### config.mk
export PLATFORM = sky130hd
export DESIGN_NAME = icache_top
export DESIGN_NICKNAME = d
export VERILOG_FILES = /design/src/common/icache_pkg.sv /design/src/source/icache_top.sv /design/src/icache/icache_ctrl.sv /design/src/icache/icache_victim_select.sv /design/src/icache/icache_data_store.sv /design/src/icache/icache_tag_store.sv
export VERILOG_INCLUDE_DIRS = /design/src /design/src/common
export SDC_FILE = /design/constraint.sdc
export NUM_CORES = 2
export LEC_CHECK = 0
export BUFFER_PORTS_ARGS = -buffer_cell sky130_fd_sc_hd__buf_2
export CAP_MARGIN = 5
export CORE_ASPECT_RATIO = 1.75
export CORE_MARGIN = 4
export CORE_UTILIZATION = 35
export CTS_BUF_LIST = sky130_fd_sc_hd__clkbuf_8 sky130_fd_sc_hd__clkbuf_16
export DETAILED_ROUTE_END_ITERATION = 8
export HOLD_SLACK_MARGIN = 0.02
export PLACE_DENSITY = 0.51
export SYNTH_ARGS = -nofsm -noshare
export SYNTH_HDL_FRONTEND = slang
export SYNTH_MEMORY_MAX_BITS = 65536
export SYNTH_SLANG_ARGS = --single-unit
### constraint.sdc
create_clock -name Clk -period 10.27 [get_ports Clk]
set_clock_uncertainty 0.05 [all_clocks]
set_input_delay 2.5675 -clock Clk [delete_from_list [all_inputs] [get_ports Clk]]
set_output_delay 2.5675 -clock Clk [all_outputs]
set_load 0.005 [all_outputs]
### src/common/icache_cfg.svh
`ifndef ICACHE_CFG_SVH
`define ICACHE_CFG_SVH

// cache geometry
`define ICACHE_NUM_SETS     8
`define ICACHE_NUM_WAYS     4
`define ICACHE_BLOCK_WORDS  4   // 32-bit words per block

// address and word widths
`define ICACHE_ADDR_W       32
`define ICACHE_WORD_W       32

// derived field widths
`define ICACHE_SET_W        $clog2(`ICACHE_NUM_SETS)
`define ICACHE_WAY_W        $clog2(`ICACHE_NUM_WAYS)
`define ICACHE_OFF_W        $clog2(`ICACHE_BLOCK_WORDS)
`define ICACHE_BYTE_W       2   // byte offset inside a word

// tag is whatever remains above set index and offsets
`define ICACHE_TAG_W \
    (`ICACHE_ADDR_W - `ICACHE_SET_W - `ICACHE_OFF_W - `ICACHE_BYTE_W)

`endif
### src/common/icache_pkg.sv
`include "icache_cfg.svh"

package icache_pkg;

    typedef logic [`ICACHE_ADDR_W-1:0]   addr_t;
    typedef logic [`ICACHE_WORD_W-1:0]   word_t;
    typedef logic [`ICACHE_TAG_W-1:0]    tag_t;
    typedef logic [`ICACHE_SET_W-1:0]    set_idx_t;
    typedef logic [`ICACHE_WAY_W-1:0]    way_idx_t;
    typedef logic [`ICACHE_OFF_W-1:0]    word_off_t;
    typedef logic [`ICACHE_NUM_WAYS-1:0] way_mask_t;

    // fetch address split into its fields, msb first
    typedef struct packed {
        tag_t                      tag;
        set_idx_t                  set_idx;
        word_off_t                 off;
        logic [`ICACHE_BYTE_W-1:0] byte_off;   // not used by the cache
    } fetch_addr_t;

    // one refill word going into the data array
    typedef struct packed {
        logic      en;
        set_idx_t  set_idx;
        way_idx_t  way;
        word_off_t off;
        word_t     word;
    } data_wr_t;

    // tag commit at the end of a refill
    typedef struct packed {
        logic     en;
        set_idx_t set_idx;
        way_idx_t way;
        tag_t     tag;
    } tag_wr_t;

    typedef enum logic [1:0] {
        RF_IDLE,
        RF_WAIT,
        RF_DONE
    } refill_state_t;

endpackage

### src/source/icache_top.sv
`timescale 1ns/10ps

module icache_top
    import icache_pkg::*;
(
    input  logic  Clk,
    input  logic  rst,

    // fetch side
    input  logic  read_en,
    input  addr_t read_addr,
    output word_t instruction,
    output logic  ready,
    output logic  busy,

    // burst memory side
    output logic  mem_req,
    output addr_t mem_addr,
    input  word_t mem_data,
    input  logic  mem_data_valid
);

    set_idx_t  lookup_set;
    tag_t      lookup_tag;
    logic      hit;
    way_idx_t  hit_way;
    way_mask_t set_valid;
    way_idx_t  victim_way;
    way_idx_t  rd_way;
    word_off_t rd_off;
    word_t     rd_word;
    data_wr_t  data_wr;
    tag_wr_t   tag_wr;

    icache_ctrl ctrl_i (
        .Clk            (Clk),
        .rst            (rst),
        .read_en        (read_en),
        .read_addr      (read_addr),
        .hit            (hit),
        .hit_way        (hit_way),
        .victim_way     (victim_way),
        .rd_word        (rd_word),
        .mem_data       (mem_data),
        .mem_data_valid (mem_data_valid),
        .lookup_set     (lookup_set),
        .lookup_tag     (lookup_tag),
        .rd_way         (rd_way),
        .rd_off         (rd_off),
        .data_wr        (data_wr),
        .tag_wr         (tag_wr),
        .instruction    (instruction),
        .ready          (ready),
        .busy           (busy),
        .mem_req        (mem_req),
        .mem_addr       (mem_addr)
    );

    icache_tag_store tag_store_i (
        .Clk        (Clk),
        .rst        (rst),
        .lookup_set (lookup_set),
        .lookup_tag (lookup_tag),
        .tag_wr     (tag_wr),
        .hit        (hit),
        .hit_way    (hit_way),
        .set_valid  (set_valid)
    );

    // data read uses the same set as the tag lookup
    icache_data_store data_store_i (
        .Clk     (Clk),
        .data_wr (data_wr),
        .rd_set  (lookup_set),
        .rd_way  (rd_way),
        .rd_off  (rd_off),
        .rd_word (rd_word)
    );

    icache_victim_select victim_i (
        .Clk        (Clk),
        .rst        (rst),
        .set_valid  (set_valid),
        .victim_way (victim_way)
    );

endmodule

### src/icache/icache_ctrl.sv
`timescale 1ns/10ps
`include "icache_cfg.svh"

module icache_ctrl
    import icache_pkg::*;
(
    input  logic      Clk,
    input  logic      rst,
    input  logic      read_en,
    input  addr_t     read_addr,
    input  logic      hit,
    input  way_idx_t  hit_way,
    input  way_idx_t  victim_way,
    input  word_t     rd_word,
    input  word_t     mem_data,
    input  logic      mem_data_valid,
    output set_idx_t  lookup_set,
    output tag_t      lookup_tag,
    output way_idx_t  rd_way,
    output word_off_t rd_off,
    output data_wr_t  data_wr,
    output tag_wr_t   tag_wr,
    output word_t     instruction,
    output logic      ready,
    output logic      busy,
    output logic      mem_req,
    output addr_t     mem_addr
);

    localparam word_off_t LAST_OFF = word_off_t'(`ICACHE_BLOCK_WORDS - 1);

    refill_state_t state;
    fetch_addr_t   fa;          // decoded incoming fetch
    fetch_addr_t   blk_addr;
    fetch_addr_t   req;         // address of the miss in flight
    way_idx_t      fill_way;
    word_off_t     cnt;         // refill word counter
    word_t         crit_word;
    logic          accept;

    assign fa     = fetch_addr_t'(read_addr);
    assign busy   = (state != RF_IDLE);
    assign accept = read_en && (state == RF_IDLE);   // strobes while busy are dropped

    // lookup straight off the fetch address
    assign lookup_set = fa.set_idx;
    assign lookup_tag = fa.tag;
    assign rd_way     = hit_way;
    assign rd_off     = fa.off;

    always_comb begin
        blk_addr          = fa;
        blk_addr.off      = '0;
        blk_addr.byte_off = '0;
    end

    // refill writes go straight into the array as they arrive
    always_comb begin
        data_wr.en      = (state == RF_WAIT) && mem_data_valid;
        data_wr.set_idx = req.set_idx;
        data_wr.way     = fill_way;
        data_wr.off     = cnt;
        data_wr.word    = mem_data;

        tag_wr.en      = data_wr.en && (cnt == LAST_OFF);   // with the last word
        tag_wr.set_idx = req.set_idx;
        tag_wr.way     = fill_way;
        tag_wr.tag     = req.tag;
    end

    always_ff @(posedge Clk) begin
        if (rst) begin
            state   <= RF_IDLE;
            ready   <= 1'b0;
            mem_req <= 1'b0;
            cnt     <= '0;
        end else begin
            ready   <= 1'b0;
            mem_req <= 1'b0;
            case (state)
                RF_IDLE: begin
                    if (accept) begin
                        if (hit) begin
                            ready <= 1'b1;
                        end else begin
                            mem_req <= 1'b1;
                            cnt     <= '0;
                            state   <= RF_WAIT;
                        end
                    end
                end
                RF_WAIT: begin
                    if (mem_data_valid) begin
                        cnt <= cnt + 1'b1;
                        if (cnt == LAST_OFF) begin
                            state <= RF_DONE;
                        end
                    end
                end
                RF_DONE: begin
                    ready <= 1'b1;   // critical word goes out now
                    state <= RF_IDLE;
                end
                default: state <= RF_IDLE;
            endcase
        end
    end

    always_ff @(posedge Clk) begin
        if (accept && !hit) begin
            req      <= fa;
            fill_way <= victim_way;
            mem_addr <= addr_t'(blk_addr);
        end
        if (data_wr.en && cnt == req.off) begin
            crit_word <= mem_data;
        end
        if (accept && hit) begin
            instruction <= rd_word;
        end else if (state == RF_DONE) begin
            instruction <= crit_word;
        end
    end

endmodule

### src/icache/icache_victim_select.sv
`timescale 1ns/10ps
`include "icache_cfg.svh"

module icache_victim_select
    import icache_pkg::*;
(
    input  logic      Clk,
    input  logic      rst,
    input  way_mask_t set_valid,
    output way_idx_t  victim_way
);

    localparam logic [7:0] LFSR_SEED = 8'hA5;

    logic [7:0] lfsr;
    logic       lfsr_fb;
    logic       any_invalid;
    way_idx_t   first_invalid;

    // x^8 + x^6 + x^5 + x^4 + 1, maximal length
    assign lfsr_fb = lfsr[7] ^ lfsr[5] ^ lfsr[4] ^ lfsr[3];

    always_ff @(posedge Clk) begin
        if (rst) begin
            lfsr <= LFSR_SEED;
        end else begin
            lfsr <= {lfsr[6:0], lfsr_fb};   // free running
        end
    end

    assign any_invalid = ~&set_valid;

    // scan downwards so the lowest invalid way wins
    always_comb begin
        first_invalid = '0;
        for (int w = `ICACHE_NUM_WAYS - 1; w >= 0; w--) begin
            if (!set_valid[w]) begin
                first_invalid = way_idx_t'(w);
            end
        end
    end

    assign victim_way = any_invalid ? first_invalid : lfsr[`ICACHE_WAY_W-1:0];

endmodule

### src/icache/icache_data_store.sv
`timescale 1ns/10ps
`include "icache_cfg.svh"

module icache_data_store
    import icache_pkg::*;
(
    input  logic      Clk,
    input  data_wr_t  data_wr,
    input  set_idx_t  rd_set,
    input  way_idx_t  rd_way,
    input  word_off_t rd_off,
    output word_t     rd_word
);

    // set x way x word
    word_t words [`ICACHE_NUM_SETS][`ICACHE_NUM_WAYS][`ICACHE_BLOCK_WORDS];

    always_ff @(posedge Clk) begin
        if (data_wr.en) begin
            words[data_wr.set_idx][data_wr.way][data_wr.off] <= data_wr.word;
        end
    end

    // async read, hit data is registered by the controller
    assign rd_word = words[rd_set][rd_way][rd_off];

endmodule

### src/icache/icache_tag_store.sv
`timescale 1ns/10ps
`include "icache_cfg.svh"

module icache_tag_store
    import icache_pkg::*;
(
    input  logic      Clk,
    input  logic      rst,
    input  set_idx_t  lookup_set,
    input  tag_t      lookup_tag,
    input  tag_wr_t   tag_wr,
    output logic      hit,
    output way_idx_t  hit_way,
    output way_mask_t set_valid
);

    tag_t      tags  [`ICACHE_NUM_SETS][`ICACHE_NUM_WAYS];
    way_mask_t valid [`ICACHE_NUM_SETS];

    // a commit sets one valid bit
    always_ff @(posedge Clk) begin
        if (rst) begin
            for (int s = 0; s < `ICACHE_NUM_SETS; s++) begin
                valid[s] <= '0;
            end
        end else if (tag_wr.en) begin
            valid[tag_wr.set_idx][tag_wr.way] <= 1'b1;
        end
    end

    always_ff @(posedge Clk) begin
        if (tag_wr.en) begin
            tags[tag_wr.set_idx][tag_wr.way] <= tag_wr.tag;
        end
    end

    assign set_valid = valid[lookup_set];

    // parallel compare over all ways of the set
    always_comb begin
        hit     = 1'b0;
        hit_way = '0;
        for (int w = 0; w < `ICACHE_NUM_WAYS; w++) begin
            if (!hit && set_valid[w] && tags[lookup_set][w] == lookup_tag) begin
                hit     = 1'b1;
                hit_way = way_idx_t'(w);
            end
        end
    end

endmodule

==> results.py <==
metrics = {
    "run_status": {
        "status": "finished clean",
    },
    "cts": {
        "cts_tree": "built",
        "cts_resized": 0,
        "postCtsSetupRepairBufs": 0,
        "path_clk_slew_ns": 0.06,
        "cts_sinks": 5038,
        "root_buffer": "clkbuf_16",
        "ctsHoldBuffers": 0,
        "worstSkewPairLatency_ns": 0.97,
        "cts_buffer_depth": 4,
        "cts_buffers": 443,
        "htreeDepth": 5,
    },
    "power_and_ir_drop": {
        "power_leakage_nw": 68.8,
        "irDropWorstVdd_mv": 0.153,
        "p_per_area_nw_per_um2": 186,
        "p_total_w": 0.0412,
    },
    "placed_design": {
        "dp.cells": 16300,
        "place_congestion": 0.874,
        "io_buffer_count": 128,
        "placed_cell_area_um2": 207000,
        "dpl.hpwl_mm": 356,
    },
    "drt": {
        "drt-wirelength-per-cell_um": 33.8,
        "vias": 94700,
        "drt_first_pass_iters": 6,
        "wirelength_mm": 583,
        "viasPerCell": 5.49,
        "drc": 0,
        "dr.first_iter.drc_count": 9743,
        "antenna_left": 0,
    },
    "setup_path": {
        "rr_endpoint": "ctrl_i.instruction[23]",
        "slowest_delay_ns": 0.89,
        "crit_path_cell_trace": "buf_12 > buf_4 > nor2_2 > buf_4 > a22oi_1 > a21bo_2 > nand4_1 > or4_1 > or4_1 > o21ai_0 > and2_4 > buf_12 > mux2i_1 > o22ai_1 > a211oi_1 > a21o_1 > a31oi_1",
        "worst-path-stages": 17,
        "reg2reg_depth": 14,
        "reg2reg_slack_ns": 3.19,
        "crit_end": "ctrl_i.instruction[23]",
        "reg2reg_from": "tag_store_i.tags[4][7]",
        "crit_slowest_cell": "a211oi_1",
        "worst_ep_required_time_ns": 10.88,
        "critPathArrivalTime_ns": 9.73,
        "critical_path_buf_inv_count": 4,
        "cp_top_family": "compound AO/OA/AOI/OAI gates",
        "path_class": "in -> reg",
        "start_kind": "input port",
        "cp-end-kind": "flip-flop",
        "cp-startpoint": "read_addr[5]",
        "path_max_fanout": 61,
    },
    "yosys": {
        "synth_flop_cell": "edfxtp_1",
        "syn_area_per_cell_um2": 21.6,
        "synth_warnings": 0,
        "synth_top_area_cell": "edfxtp_1",
        "synth.distinct_cells": 72,
        "synth_cells": 8984,
        "ys_ff_latch": 5038,
        "postSynth.asyncResetShare_pct": 0,
        "synthTopCellsByArea": "edfxtp_1, mux4_2, mux2i_1",
        "syn_area_um2": 194000,
        "synth_edf_count": 4992,
        "yosysSeqAreaShare_pct": 77.8,
        "synth.top_cell.area_share_pct": 77.3,
    },
    "global_route": {
        "busiest_layer": "met2",
        "grt_pass1_vias": 98700,
        "grt_pass1_wl_mm": 804,
        "grt_overflow": 0,
        "use_met2_pct": 36.9,
        "grt_start_max_net_pins": 120,
        "met1_usage_pct": 23.3,
        "met3_usage_pct": 2.14,
        "antenna_found_initial": 45,
        "gr-usage-all-layers_pct": 20.2,
    },
    "timing": {
        "tns_ns": 0,
        "relSlewSlack_pct": 10.9,
        "fmax_mhz": 110,
        "maxSlewViolCount": 0,
        "finalSetupViolations": 0,
        "hold_viol_final": 0,
        "worst_pin_slew_ns": 1.30,
        "rsz0062_at_grt": "false",
        "min_period_ns": 9.12,
        "finalCritPeriodShare_pct": 88.8,
    },
    "floorplan": {
        "die_area_um2": 567000,
        "die_w_um": 571,
        "core_area_um2": 552000,
        "boundaryPins": 135,
        "num_rows": 361,
        "initial_core_util_pct": 35.1,
        "die_h_um": 993,
    },
    "layout": {
        "fillers": 48700,
        "mostFrequentLayoutCell": "edfxtp_1",
        "layout-drive-gt1-share_pct": 27.1,
        "layout.cell_area.non_filler_um2": 222000,
        "layoutNonFillerInstCount": 17300,
        "fin_nets": 9594,
        "area_growth_pct": 14.2,
        "mostFrequentLayoutCells": "edfxtp_1, mux4_2, nand2_1, buf_4, clkbuf_16",
        "final_core_util_pct": 40.1,
    },
    "worst_hold_path": {
        "hold_path_class": "reg -> reg",
    },
    "run": {
        "max_cap_violations": 0,
    },
}
-- stage by stage --
step                      setup slack [ns]  hold WS [ns]
after floorplan                       3.27         0.339
after global placement               0.103         0.348
after detailed placement             0.140         0.375
after CTS                             1.18         0.389
after global routing                  1.26         0.401
final                                 1.15         0.381
-- per-layer routing --
metal / up-vias / share of wire [%] / routed length [um]
li1: 38700 / - / -
met1: 52000 / 36 / 208000
met2: 3191 / 54 / 313000
met3: 855 / 4.8 / 28300
met4: 2 / 5.9 / 34200
met5: - / 0.0022 / 13
-- cell usage after synthesis, drive strengths merged (12+ instances only) --
master and number:
a31oi 25, mux4 1172, nand2 470, nand4 48, o21ai 114, a221oi 64, nor3 48, nor2 328
xor2 45, buf 244, mux2 32, edfxtp 4992, o2bb2ai 19, a2111oi 30, mux2i 409, or3 18
dfxtp 46, and2 12, o21a 15, nor4 16, a21oi 136, clkbuf 270, a211oi 33, nand3 46
a22oi 68, nor2b 18, o22ai 64, xnor2 22, and3 17, nand3b 14
-- power by group --
part           switching, W  internal, W  total, W
clock               0.00762      0.00904    0.0167
combinational       0.00127     0.000631   0.00190
sequential        0.0000406       0.0226    0.0227
total               0.00893       0.0323    0.0412
-- flip-flops by register name, indices dropped and copies added, names as in the netlist, 2 cells and up --
signal / flops
ctrl_i.tag_wr: 25
ctrl_i.state: 2
ctrl_i.crit_word: 32
ctrl_i.data_wr: 2
data_store_i.words: 4096
ctrl_i.req: 2
ctrl_i.cnt: 2
tag_store_i.valid: 32
ctrl_i.instruction: 32
victim_i.lfsr: 8
ctrl_i.fill_way: 2
tag_store_i.tags: 800
-- kinds of logic (layout without fill, tap and decap cells) --
family	after synthesis	count (layout)	synth area share [%]
flops	5038	5038	77.8
mux	1613	1613	15.9
simple gates	1090	1090	2.49
compound gates	648	648	2.26
buf+inv	523	1424	1.27
xor+xnor	67	67	0.303
fa+ha+maj	4	4	0.0258
other cells	1	109	0.00193
-- worst min-delay path by stage --
| stage | cells past startpoint | to | startpoint | slack (ns) |
|---|---|---|---|---|
| 2_1_floorplan | 1 | victim_i.lfsr[7] | victim_i.lfsr[6] | 0.34 |
| 3_3_place_gp | 1 | victim_i.lfsr[7] | victim_i.lfsr[6] | 0.35 |
| 3_5_place_dp | 1 | victim_i.lfsr[7] | victim_i.lfsr[6] | 0.37 |
| 4_1_cts | 1 | victim_i.lfsr[7] | victim_i.lfsr[6] | 0.39 |
| 5_1_grt | 1 | victim_i.lfsr[7] | victim_i.lfsr[6] | 0.40 |
| 6_report | 1 | victim_i.lfsr[7] | victim_i.lfsr[6] | 0.38 |
-- worst reg2reg max path: stages (launching register included) --
cell and delay, ns:
edfxtp_1 0.38, mux4_2 0.47, mux2i_1 0.23, xor2_1 0.51
nand3_1 0.13, or4_1 0.55, or4_1 0.56, o21ai_0 0.72
and2_4 0.43, buf_12 0.38, mux2i_1 0.55, o22ai_1 0.50
a211oi_1 0.89, a21o_1 0.34, a31oi_1 0.07
-- area by class of cell --
type / instances / area [um^2] / share of cell area, %
multi-input cells: 3426 / 42200 / 19.0
clock buffers: 454 / 11300 / 5.09
clock inverters: 357 / 3060 / 1.38
inverters: 9 / 38.8 / 0.0175
diodes: 105 / 263 / 0.119
flip-flops and latches: 5038 / 151000 / 68.1
well taps: 7260 / 9080 / 4.10
repair buffers: 604 / 4800 / 2.17
(Power assumes the default switching activity.)
